--- src/hdl/ramUnitPkg.sv ---
// Fixed 16-bit bus and 8-bit SRAM widths; only bus address bits 18:1 reach the SRAM word address
package ramUnitPkg;

	// ----------------------------------------
	// Bus side widths
	// ----------------------------------------
	typedef logic [15:0]	busWord_t;		// Bus data word
	typedef logic [31:0]	busAdrs_t;		// Bus byte address
	typedef logic [2:0]		reqId_t;		// Request tag, echoed on read response

	// ----------------------------------------
	// SRAM side widths
	// ----------------------------------------
	typedef logic [18:0]	ramAdrs_t;		// SRAM byte address, word address plus byte bit
	typedef logic [7:0]		ramByte_t;		// SRAM data byte

	// Queued request, one 16-bit word
	typedef struct packed {
		logic			isRead;				// High read, low write
		logic [17:0]	wordAdrs;			// SRAM word address
		busWord_t		wd;					// Write word, unused on read
		reqId_t			id;
	} ramReq_t;

	// Read response, valid with rspVd
	typedef struct packed {
		busWord_t		rd;					// Assembled read word
		reqId_t			id;
	} ramRsp_t;

	// Pin sequencer, low byte first
	typedef enum logic [2:0] {
		IDLE, SETUP_LO, STROBE_LO, SETUP_HI, STROBE_HI, DONE
	} ifState_t;

endpackage
--- src/hdl/ramReadAssembler.sv ---
// Expects low byte before high byte of the same request; no back-pressure on rspVd
`timescale 1ns/1ps

module ramReadAssembler (
	input	logic					sysClk,
	input	logic					rst,
	// From sequencer
	input	logic					byteVd,
	input	logic					byteHi,
	input	ramUnitPkg::ramByte_t	byteData,
	input	ramUnitPkg::reqId_t		byteId,
	// Bus response
	output	logic					rspVd,
	output	ramUnitPkg::ramRsp_t	rsp
);

	ramUnitPkg::ramByte_t	lowByte;	// Held until high byte
	ramUnitPkg::reqId_t		lowId;		// Tag of held byte
	logic					lowVd;		// Low byte waiting

	// ----------------------------------------
	// Word join and response pulse
	// ----------------------------------------
	always_ff @(posedge sysClk)
	begin
		if (rst)
		begin
			rspVd	<= 1'b0;
			lowVd	<= 1'b0;
		end
		else
		begin
			rspVd <= byteVd & byteHi;
			if (byteVd)
				lowVd <= ~byteHi;	// Set by low, cleared by high
		end
	end

	// Payload, no reset
	always_ff @(posedge sysClk)
	begin
		if (byteVd && !byteHi)
		begin
			lowByte	<= byteData;
			lowId	<= byteId;
		end
		if (byteVd && byteHi)
		begin
			rsp.rd	<= {byteData, lowByte};	// High byte on top
			rsp.id	<= byteId;
		end
	end

	// Both halves come from one request
	assert property (@(posedge sysClk) disable iff (rst)
		(byteVd && byteHi) |-> (lowVd && lowId == byteId))
		else $error("ramReadAssembler: high byte without matching low at %0t", $time);

endmodule

--- config.mk ---
export PLATFORM = sky130hd
export DESIGN_NAME = ramReadAssembler
export DESIGN_NICKNAME = d
export VERILOG_FILES = /design/src/hdl/ramUnitPkg.sv /design/src/hdl/ramReadAssembler.sv
export SDC_FILE = /design/constraint.sdc
export NUM_CORES = 1
export LEC_CHECK = 0
export BUFFER_PORTS_ARGS = -buffer_cell sky130_fd_sc_hd__buf_4
export CAP_MARGIN = 20
export CELL_PAD_IN_SITES_DETAIL_PLACEMENT = 1
export CELL_PAD_IN_SITES_GLOBAL_PLACEMENT = 2
export CORE_MARGIN = 2
export CORE_UTILIZATION = 37
export CTS_BUF_LIST = sky130_fd_sc_hd__clkbuf_8
export DETAILED_ROUTE_END_ITERATION = 6
export GPL_ROUTABILITY_DRIVEN = 0
export PLACE_DENSITY = 0.94
export SYNTH_ARGS = -nofsm -noshare
export SYNTH_HDL_FRONTEND = slang
export SYNTH_SLANG_ARGS = --single-unit
export TNS_END_PERCENT = 30
--- constraint.sdc ---
create_clock -name sysClk -period 1.6 [get_ports sysClk]
set_input_delay 0.16 -clock sysClk [delete_from_list [all_inputs] [get_ports sysClk]]
set_output_delay 0.16 -clock sysClk [all_outputs]
set_load 0.005 [all_outputs]
==> metrics.csv <==
metric;value;unit
Routed WL;1.32;mm
CP top delay family;flip-flops;
Final Cell Area;0.00122;mm2
most common cell after layout, fill and taps aside;buf_4;
H-tree levels;1;
Pint;0.00124;W
worst slew pin tran;0.437;ns
initial drt markers;9;
Fmax;1.04;GHz
area grow syn2layout;42.2;%
logic gate share of total power;0.059;
CP max-delay cell;edfxtp_1;
setup violators final;0;
drt pass-1 iters;2;
max cap viols;0;
GRT overflow;0;
die width;52.1;um
setup tns final;0;ns
Clock Latency Late Sink;0.26;ns
Remaining DRCs;0;
P_leak;0.476;nW
Final Hold Vio Count;0;
placed wire-length estimate;984;um
Pwr Total;0.00147;W
TritonCTS sink count;28;
Reg clk slew, reported paths;0.08;ns
pin count of the biggest net entering global routing;20;
sw power;0.000236;W
Slew Viols, Final;0;
Final ANT Viol Nets;0;
period utilization;0.598;
yosys warns;0;
Die ar.;0.00272;mm2
Mean Syn Cell Area;27.6;um2
Avg WL per Cell;13.6;um
clk buf depth;2;
minimum clock period;0.957;ns
top layer reached by signal wires;met3;
CTS tree;yes;
top fanout value on the critical path;1;
Worst Setup End Kind;primary output;
num ports;35;
Hold Path Class;input port to flip-flop;
Seq/Total Area, Yosys;0.969;
fraction of layout cells with a size suffix above 1;0.594;
critical path arrival;0.80;ns
number of hold-repair buffers added at the cts stage;0;
Setup Fix Bufs, Post-CTS;0;
first-pass GRT wire length;2.01;mm
Vias per Instance;4.29;
core area;0.00219;mm2
Rel. slew slack;0.709;
Net Sw Frac;0.160;
Flop pwr share;0.584;
status;finished clean;
Clock Skew;0.000696;ns
fillers;191;
clock power share;0.357;
ant diodes;0;
RSZ-0062 raised after global routing;false;
CP bufs+invs;1;
Setup CP Type;flip-flop to primary output;
metal2 WL;770;um
CTS resizes;0;
Final nets;85;
Critical Path, Cell by Cell;buf_4;
commonest cells after routing, fill and taps aside;34 x buf_4, 27 x edfxtp_1, 3 x clkbuf_8;
Chip Height;52.1;um
GRT Overall Usage;0.107;
Vias;416;
number of global-route vias before repair;435;
VDD IR max;657;uV
Yosys reg bits;28;
metal1 wirelength;461;um
Clock Tree Root;clkbuf_8;
DP Area;0.00115;mm2
Mapped Cells;31;
count of cell types in the netlist;5;
antenna violations before repair;0;
pwr dens;1210;mW/mm2
final setup margin;0.643;ns
CTS Buf Count;3;
Mapped Area;857;um2
Net Count, Synth;46;
Row Count;17;
CP max stage delay;0.39;ns
Critical Path Start Type;flip-flop;
Worst EP required;1.44;ns
initial cell density of the core;0.391;
DP Worst Slack;0.566;ns
met3 wire length;85;um
Port-buffer cells;34;
## cell usage after synthesis, drive strengths merged
cell type,number,area share
and2,1,0.0088
and3b,1,0.012
and2b,1,0.010
dfxtp,1,0.023
edfxtp,27,0.95
## kinds of logic after synthesis
family,Yosys count,share of synthesized area
and+or+nand+nor,3,0.0307
DFF,28,0.969
## routing by layer
layer / up-vias / track usage
met5: - / 0
met4: 0 / 0.0385
met3: 0 / 0.0345
met2: 18 / 0.190
met1: 202 / 0.121
li1: 196 / -
## layout make-up
| cell class | count | area [um2] | area share |
|---|---|---|---|
| clock buffers | 3 | 41.3 | 0.0339 |
| repair buffers | 34 | 255 | 0.209 |
| flip-flops and latches | 28 | 831 | 0.682 |
| clock inverters | 1 | 30.0 | 0.0246 |
| well taps | 28 | 35.0 | 0.0287 |
| multi-input cells | 3 | 26.3 | 0.0216 |
## flip-flops by register name, indices dropped and copies added, names as in the netlist
signal   count
rspVd        1
rsp         19
lowByte      8
## metrics by stage
| stage | utilization | std cells | hold slack, ns |
|---|---|---|---|
| after floorplan | - | 31 | 0.259 |
| after global placement | 0.524 | 93 | 0.341 |
| after detailed placement | 0.524 | 93 | 0.340 |
| after CTS | 0.556 | 97 | 0.0614 |
| after global routing | 0.556 | 97 | 0.0572 |
| final | 0.556 | 97 | 0.0693 |
## power by group through the flow
stage / sequential (W) / combinational, W / clock (W)
floorplan: 0.000879 / 0.0000126 / 0
global placement: 0.000876 / 0.0000846 / 0
detailed placement: 0.000878 / 0.0000876 / 0
CTS: 0.000862 / 0.0000881 / 0.000544
global route: 0.000865 / 0.0000942 / 0.000562
finish: 0.000861 / 0.0000862 / 0.000526
## worst paths after layout
| check | end | slack, ns | cells past startpoint | start |
|---|---|---|---|---|
| setup / recovery | rsp[8] | 0.64 | 1 | rsp[8]$_DFFE_PP_ |
| hold / removal | rsp[0]$_DFFE_PP_ | 0.07 | 1 | byteId[0] |
| setup reg to reg | rsp[7]$_DFFE_PP_ | 0.96 | 0 | lowByte[4]$_DFFE_PP_ |
| hold reg to reg | rsp[9]$_DFFE_PP_ | 0.43 | 0 | lowByte[6]$_DFFE_PP_ |
No activity file was read; power rests on OpenSTA's default activity.
