**config.mk**
```make
export PLATFORM = sky130hd
export DESIGN_NAME = ramCmdQueue
export DESIGN_NICKNAME = d
export VERILOG_FILES = /design/src/hdl/ramUnitPkg.sv /design/src/hdl/ramCmdQueue.sv
export SDC_FILE = /design/constraint.sdc
export NUM_CORES = 1
export LEC_CHECK = 0
export BUFFER_PORTS_ARGS = -buffer_cell sky130_fd_sc_hd__buf_4
export CAP_MARGIN = 20
export CORE_MARGIN = 2
export CORE_UTILIZATION = 34
export DETAILED_ROUTE_END_ITERATION = 10
export PLACE_DENSITY = 0.53
export REMOVE_ABC_BUFFERS = 1
export SLEW_MARGIN = 20
export SYNTH_ARGS = -nofsm -noshare
export SYNTH_HDL_FRONTEND = slang
export SYNTH_SLANG_ARGS = --single-unit
```
**constraint.sdc**
```tcl
create_clock -name sysClk -period 4.7 [get_ports sysClk]
set_input_delay 1.41 -clock sysClk [delete_from_list [all_inputs] [get_ports sysClk]]
set_output_delay 1.41 -clock sysClk [all_outputs]
set_load 0.03 [all_outputs]
```
**src/hdl/ramUnitPkg.sv**
```systemverilog
// Fixed 16-bit bus and 8-bit SRAM widths; only bus address bits 18:1 reach the SRAM word address
package ramUnitPkg;

	// ----------------------------------------
	// Bus side widths
	// ----------------------------------------
	typedef logic [15:0]	busWord_t;		// Bus data word
	typedef logic [31:0]	busAdrs_t;		// Bus byte address
	typedef logic [2:0]		reqId_t;		// Request tag, echoed on read response

	// ----------------------------------------
	// SRAM side widths
	// ----------------------------------------
	typedef logic [18:0]	ramAdrs_t;		// SRAM byte address, word address plus byte bit
	typedef logic [7:0]		ramByte_t;		// SRAM data byte

	// Queued request, one 16-bit word
	typedef struct packed {
		logic			isRead;				// High read, low write
		logic [17:0]	wordAdrs;			// SRAM word address
		busWord_t		wd;					// Write word, unused on read
		reqId_t			id;
	} ramReq_t;

	// Read response, valid with rspVd
	typedef struct packed {
		busWord_t		rd;					// Assembled read word
		reqId_t			id;
	} ramRsp_t;

	// Pin sequencer, low byte first
	typedef enum logic [2:0] {
		IDLE, SETUP_LO, STROBE_LO, SETUP_HI, STROBE_HI, DONE
	} ifState_t;

endpackage
```
**src/hdl/ramCmdQueue.sv**
```systemverilog
// Master must hold req low while rdy is low; a request while full is dropped and flagged
`timescale 1ns/1ps

module ramCmdQueue #(
	parameter int pFifoDepth = 16
)(
	input	logic					sysClk,
	input	logic					rst,
	// Bus request side
	input	logic					req,
	input	ramUnitPkg::busAdrs_t	adrs,
	input	ramUnitPkg::busWord_t	wd,
	input	logic					isRead,
	input	ramUnitPkg::reqId_t		idI,
	output	logic					rdy,
	// Sequencer side
	output	ramUnitPkg::ramReq_t	head,
	output	logic					notEmpty,
	input	logic					pop
);

	localparam int ptrW = (pFifoDepth > 1) ? $clog2(pFifoDepth) : 1;
	localparam int cntW = $clog2(pFifoDepth + 1);

	ramUnitPkg::ramReq_t	fifoMem [pFifoDepth];	// Request storage
	logic [ptrW-1:0]		wrPtr;
	logic [ptrW-1:0]		rdPtr;
	logic [cntW-1:0]		count;					// Entries held
	logic					push;

	// ----------------------------------------
	// Status
	// ----------------------------------------
	assign rdy		= (count != cntW'(pFifoDepth));	// Low while full
	assign notEmpty	= (count != '0);
	assign push		= req & rdy;
	assign head		= fifoMem[rdPtr];				// Show-ahead head

	// Payload store, no reset
	always_ff @(posedge sysClk)
	begin
		if (push)
		begin
			fifoMem[wrPtr].isRead	<= isRead;
			fifoMem[wrPtr].wordAdrs	<= adrs[18:1];	// Drop byte-in-word bit
			fifoMem[wrPtr].wd		<= wd;
			fifoMem[wrPtr].id		<= idI;
		end
	end

	// ----------------------------------------
	// Pointers and count
	// ----------------------------------------
	always_ff @(posedge sysClk)
	begin
		if (rst)
		begin
			wrPtr	<= '0;
			rdPtr	<= '0;
			count	<= '0;
		end
		else
		begin
			if (push)	// Wrap for any depth, not just powers of two
				wrPtr <= (wrPtr == ptrW'(pFifoDepth - 1)) ? '0 : wrPtr + 1'b1;
			if (pop)
				rdPtr <= (rdPtr == ptrW'(pFifoDepth - 1)) ? '0 : rdPtr + 1'b1;
			if (push && !pop)
				count <= count + 1'b1;
			else if (!push && pop)
				count <= count - 1'b1;
		end
	end

	// Master honours rdy
	assert property (@(posedge sysClk) disable iff (rst) req |-> rdy)
		else $error("ramCmdQueue: request while full at %0t", $time);
	// Sequencer only pops real entries
	assert property (@(posedge sysClk) disable iff (rst) pop |-> notEmpty)
		else $error("ramCmdQueue: pop while empty at %0t", $time);

endmodule

```
==> results of run 1 <==
[per-stage QoR]
stage	total power [mW]	area [sq um]	hold WS (ns)	setup TNS (ns)	instances
after floorplan	7.22	23300	0.465	-183.47	985
after global placement	7.61	25700	0.514	0	2036
after detailed placement	7.63	25700	0.521	0	2036
after CTS	13.0	27900	0.530	0	2160
after global routing	13.3	27900	0.561	0	2160
final	12.9	27900	0.524	0	2161
[power breakdown]
group | internal, mW | total, mW | leakage [nW] | switching [mW]
Sequential | 6.28 | 6.35 | 5.63 | 0.0685
Clock | 3.27 | 5.39 | 1.11 | 2.12
Combinational | 0.457 | 1.13 | 2.07 | 0.677
[registers in the layout (all words and copies together), names as in the netlist, named ones only]
name,count
fifoMem,608
count,5
rdPtr,4
wrPtr,4
[logic make-up (layout without fill, tap and decap cells)]
logic type | count (synthesis) | in the layout | share of synthesized area
xor+xnor | 4 | 4 | 0.00148
compound gates | 92 | 92 | 0.0290
mux | 158 | 158 | 0.147
simple gates | 90 | 90 | 0.0160
other cells | 0 | 1 | 0
buf+inv | 60 | 250 | 0.0132
flops | 625 | 625 | 0.787
fa+ha+maj | 10 | 10 | 0.00561
[final timing paths]
check | slack, ns | start | cells after the start | endpoint
max reg2reg | 1.86 | count[0] | 9 | count[4]
min reg2reg | 0.52 | rdPtr[3] | 2 | register
min | 0.52 | rdPtr[3] | 2 | register
max | 0.48 | register | 5 | head[28]
[layout by cell type (no fill, tap or decap), types with 2 or more instances in the layout]
cell type	netlist	final
dfxtp_1	17	15
nand3_1	2	2
clkbuf_16	0	73
clkbuf_1	29	11
ha_1	9	9
nor2_4	0	13
nand2b_1	2	2
mux2i_1	5	5
a31oi_1	3	3
inv_6	0	2
bufinv_16	0	8
clkinv_1	0	19
edfxtp_1	608	608
nor3_2	0	4
buf_12	0	9
mux4_2	152	152
inv_1	6	6
nor4_1	3	3
a21o_1	2	2
nand2_1	47	47
a21oi_1	5	5
a22oi_1	76	76
xor2_1	3	3
clkinv_2	0	9
buf_4	0	111
nor2b_4	0	2
dfxtp_4	0	2
nor2_1	26	13
[metal layers]
metal | vias up | routed length (um)
li1 | 4698 | -
met1 | 5888 | 23600
met2 | 247 | 26200
met3 | 67 | 2680
met4 | 6 | 694
met5 | - | 36
[area by class of cell]
cell class / count / area, sq um / share of cell area
multi-input cells: 354 / 4850 / 0.174
clock buffers: 84 / 1870 / 0.0669
diodes: 1 / 2.50 / 0.0000896
flip-flops and latches: 625 / 18600 / 0.666
well taps: 931 / 1160 / 0.0417
repair buffers: 120 / 1010 / 0.0363
inverters: 6 / 22.5 / 0.000806
clock inverters: 40 / 403 / 0.0144
[worst register-to-register path, cell delays in order, from the launching register on]
cell      delay, ns
dfxtp_1        0.37
nor4_1         0.59
a21boi_2       0.25
ha_1           0.25
inv_1          0.15
ha_1           0.29
a21oi_1        0.18
a211oi_1       0.09
a31oi_1        0.20
mux2_2         0.36
==> results.yml, run 1 <==
outcome:
  run_status: "completed"
logic_synthesis:
  syn_inst: 1039
  mappedNetlistArea_sq_mm: 0.0236
  synth-main-ff-cell: "edfxtp_1"
  asyncSetResetFlopFracSynth: 0
  top_cells_by_instance_count_after_synthesis: "edfxtp_1, mux4_2, a22oi_1"
  number_of_enable_flip_flop_cells_after_synthesis: 608
  library_cell_with_the_largest_summed_area_after_synthesis: "edfxtp_1"
  library_cells_used_by_synthesis: 34
  ys_seq_area_frac: 0.787
  ys_seq_elements: 625
  netlist.area_leader.share: 0.773
  yosysMostFrequentCell: "edfxtp_1"
  yosys-top-cells-area: "edfxtp_1, mux4_2, a22oi_1"
  yosysWarningCount: 0
  synth_area_per_cell_sq_um: 22.7
layout:
  areaGrowthSynthToFinish_pct: 18.2
  drive_gt1_frac: 0.318
  nets: 1242
  layout.filler_cells: 6122
  final_util: 0.407
timing:
  setup_viol: 0
  setup_ws_ns: 0.476
  layout_min_cycle_time_ns: 4.22
  drv_slew: 0
  final.period_utilization: 0.899
  max_freq_mhz: 237
  final.setup_skew_ns: 0.0244
  timing.final.hold_violations: 0
  relSlewSlack: 0.416
  timing_worst_slew_pin_value_ns: 0.876
  rsz0062_at_grt: "no"
global_route:
  grt.met2_usage: 0.246
  grt_first_pass_wirelength_um: 78400
  number_of_global_route_vias_before_repair: 11764
  grt_overflow_total: 0
  grtUsageMet3: 0.0333
  antenna_found_initial: 4
  grt_util_met1: 0.208
  grt_use_total: 0.152
  maximum_number_of_pins_on_one_net_before_global_route_repair: 48
  grt_busiest_layer: "met2"
setup_path:
  crit_chain: "buf_4 -> mux4_2 -> a22oi_1 -> nand2_1 -> buf_4"
  timing.critical_path.buf_inv: 2
  end_kind: "output pin"
  critical_path_peak_fanout: 45
  timing_worst_setup_path_type: "reg2out"
  slowest_stage: "dfxtp_4"
  category_of_the_worst_setup_path_launch_point: "register"
  cp.required_ns: 3.29
  critical-path-top-delay-family: "flip-flops"
  max_stage_delay_ns: 0.89
  cp.arrival_ns: 2.81
  cp_common_cell: "buf_4"
clocking:
  tritoncts: "done"
  cts.sink_count: 625
  clk_pin_slew_worst_paths_ns: 0.06
  postCtsSetupBuffers: 0
  max-clock-path-buffers: 3
  ctsHtreeMaxLevel: 3
  clkLatencyLatePin_ns: 0.60
  numCtsBuffers: 69
  post_cts_resized: 0
  cts_root_buf: "clkbuf_16"
  cts-hold-fix-buffers: 0
floorplanning:
  floorplan.die.width_um: 268
  floorplan.rows: 96
  total_die_area_sq_mm: 0.0716
  design.core.area_sq_mm: 0.0687
  design.portCount: 96
  initial_core_util: 0.344
  die_h_um: 268
placement:
  io_buffers: 81
  pre_cts_slack_ns: 0.973
  post-dp-hpwl_um: 27500
  finalWeightedCongestion: 0.674
power:
  power.leakage_nw: 8.81
  max-vdd-ir-drop_mv: 0.272
  powerDensity_mw_per_mm2: 461
route:
  postRouteAntennaNets: 0
  drt_wl_total_um: 53200
  dr.first_iter.drc_count: 899
  vias: 10906
  post-route-drc-count: 0
  avgViaCountPerCell: 5.05
  wl_per_cell_um: 24.6
  router_iterations_before_antenna_repair: 4
worst_hold_path:
  min_delay_path_class: "reg2reg"
run:
  maxCapViolations: 0
No activity file was read; power rests on OpenSTA's default activity.
==> run 2, diff against run 1 <==
Settings changed: CTS_BUF_LIST set to sky130_fd_sc_hd__clkbuf_16.
==> results.yml, run 2 (same netlist as run 1, synthesis figures left out) <==
power:
  internal-power_mw: 9.98
  total_switching_power_mw: 2.87
  sequentialPowerShare: 0.494
  switching_share: 0.223
  power.leakage_nw: 8.86
  clkPwrFrac: 0.418
  max-vdd-ir-drop_mv: 0.272
  powerDensity_mw_per_mm2: 460
  power.combinational.fraction: 0.088
global_route:
  maximum_number_of_pins_on_one_net_before_global_route_repair: 48
  grt_use_total: 0.152
  number_of_global_route_vias_before_repair: 11764
  antenna_found_initial: 4
  grt_overflow_total: 0
  grt_first_pass_wirelength_um: 78400
setup_path:
  crit-reg2reg-launch: "count[0]"
  crit_path_to: "head[23]"
  rr_worst_depth: 9
  cp.required_ns: 3.29
  category_of_the_worst_setup_path_launch_point: "register"
  setup.reg_to_reg.worst_slack_ns: 1.86
  timing.rr.end: "count[4]"
  timing_worst_setup_path_type: "reg2out"
  cp.arrival_ns: 2.81
  end_kind: "output pin"
  critical_path_peak_fanout: 45
timing:
  max_freq_mhz: 237
  timing_worst_slew_pin_value_ns: 0.873
  layout_min_cycle_time_ns: 4.22
  drv_slew: 0
  relSlewSlack: 0.418
  final.period_utilization: 0.898
  rsz0062_at_grt: "no"
  setup_viol: 0
  timing.final.hold_violations: 0
  final.hold.worst_slack_ns: 0.524
  final.setup_skew_ns: 0.0248
  fin_tns_setup_ns: 0
layout:
  largest_register_ffs: 608
  commonest_non_fill_non_tap_cell_in_the_layout: "edfxtp_1"
  regs_by_ff_count: "fifoMem x608, count x5"
  top_register: "fifoMem"
  areaGrowthSynthToFinish_pct: 18.2
  stdcell_area_sq_mm: 0.0279
  drive_gt1_frac: 0.318
  mostFrequentLayoutCells: "edfxtp_1, mux4_2, buf_4"
  layout.filler_cells: 6122
  nets: 1242
  finalNonFillerCells: 2161
clocking:
  max-clock-path-buffers: 3
  ctsHtreeMaxLevel: 3
  tritoncts: "done"
  postCtsSetupBuffers: 0
  numCtsBuffers: 69
  cts-hold-fix-buffers: 0
  clkLatencyLatePin_ns: 0.60
  post_cts_resized: 0
  cts_root_buf: "clkbuf_16"
  clk_pin_slew_worst_paths_ns: 0.06
  cts.sink_count: 625
floorplanning:
  design.core.area_sq_mm: 0.0687
  design.portCount: 96
  total_die_area_sq_mm: 0.0716
  die_h_um: 268
  floorplan.die.width_um: 268
  floorplan.rows: 96
  initial_core_util: 0.344
route:
  vias: 10887
  avgViaCountPerCell: 5.04
  postRouteAntennaNets: 0
  wl_per_cell_um: 24.6
  dr.first_iter.drc_count: 897
  drt_wl_total_um: 53100
  post-route-drc-count: 0
  router_iterations_before_antenna_repair: 4
placement:
  post-dp-hpwl_um: 27500
  io_buffers: 81
  placed_area_sq_mm: 0.0257
  placed_cells_incl_taps: 2036
  finalWeightedCongestion: 0.674
worst_hold_path:
  min_delay_path_class: "reg2reg"
run:
  maxCapViolations: 0
outcome:
  run_status: "completed"
## run 2: cell types whose count changed in the layout (fill, tap and decap cells not counted)
cell	before	now
clkbuf_1	11	0
inv_1	6	17
## run 2: power by group through the flow
stage | Sequential [mW] | Clock [mW] | Combinational [mW]
after detailed placement | 6.47 | 0 | 1.16
after global routing | 6.36 | 5.72 | 1.23
after CTS | 6.35 | 5.50 | 1.17
after floorplan | 6.51 | 0 | 0.712
after global placement | 6.46 | 0 | 1.15
final | 6.35 | 5.37 | 1.13
## run 2: cell type report
class                   count  area, sq um  area share
well taps                 931         1160      0.0417
repair buffers            120         1010      0.0363
inverters                   6         22.5    0.000806
flip-flops and latches    625        18600       0.666
clock inverters            51          444      0.0159
diodes                      1         2.50   0.0000896
multi-input cells         354         4850       0.174
clock buffers              73         1830      0.0654
## run 2: worst min-delay path by stage
stage          depth (start not counted)  slack [ns]  startpoint        to
2_1_floorplan                          2        0.46    rdPtr[3]  register
5_1_grt                                2        0.56    rdPtr[3]  register
6_report                               2        0.52    rdPtr[3]  register
3_5_place_dp                           2        0.52    rdPtr[3]  register
3_3_place_gp                           2        0.51    rdPtr[3]  rdPtr[3]
4_1_cts                                2        0.53    rdPtr[3]  rdPtr[3]
## run 2: worst max-delay path, cell delays in order, from the launching register on
cell and delay (ns):
dfxtp_4 0.88, buf_4 0.38, mux4_2 0.34, a22oi_1 0.22, nand2_1 0.15, buf_4 0.20
## run 2: metal layers
layer  track usage  share of wire  vias to the layer above
met5             0        0.00068                        -
met4        0.0374          0.013                        6
met3        0.0333          0.050                       63
met2         0.246           0.49                      228
met1         0.208           0.44                     5894
li1              -              -                     4696
## run 2: stage by stage
| stage | setup slack (ns) | power [mW] | utilization |
|---|---|---|---|
| floorplan | -4.03 | 7.22 | - |
| global placement | 0.967 | 7.61 | 0.373 |
| detailed placement | 0.973 | 7.63 | 0.373 |
| CTS | 0.306 | 13.0 | 0.406 |
| global route | 0.269 | 13.3 | 0.406 |
| finish | 0.480 | 12.9 | 0.407 |
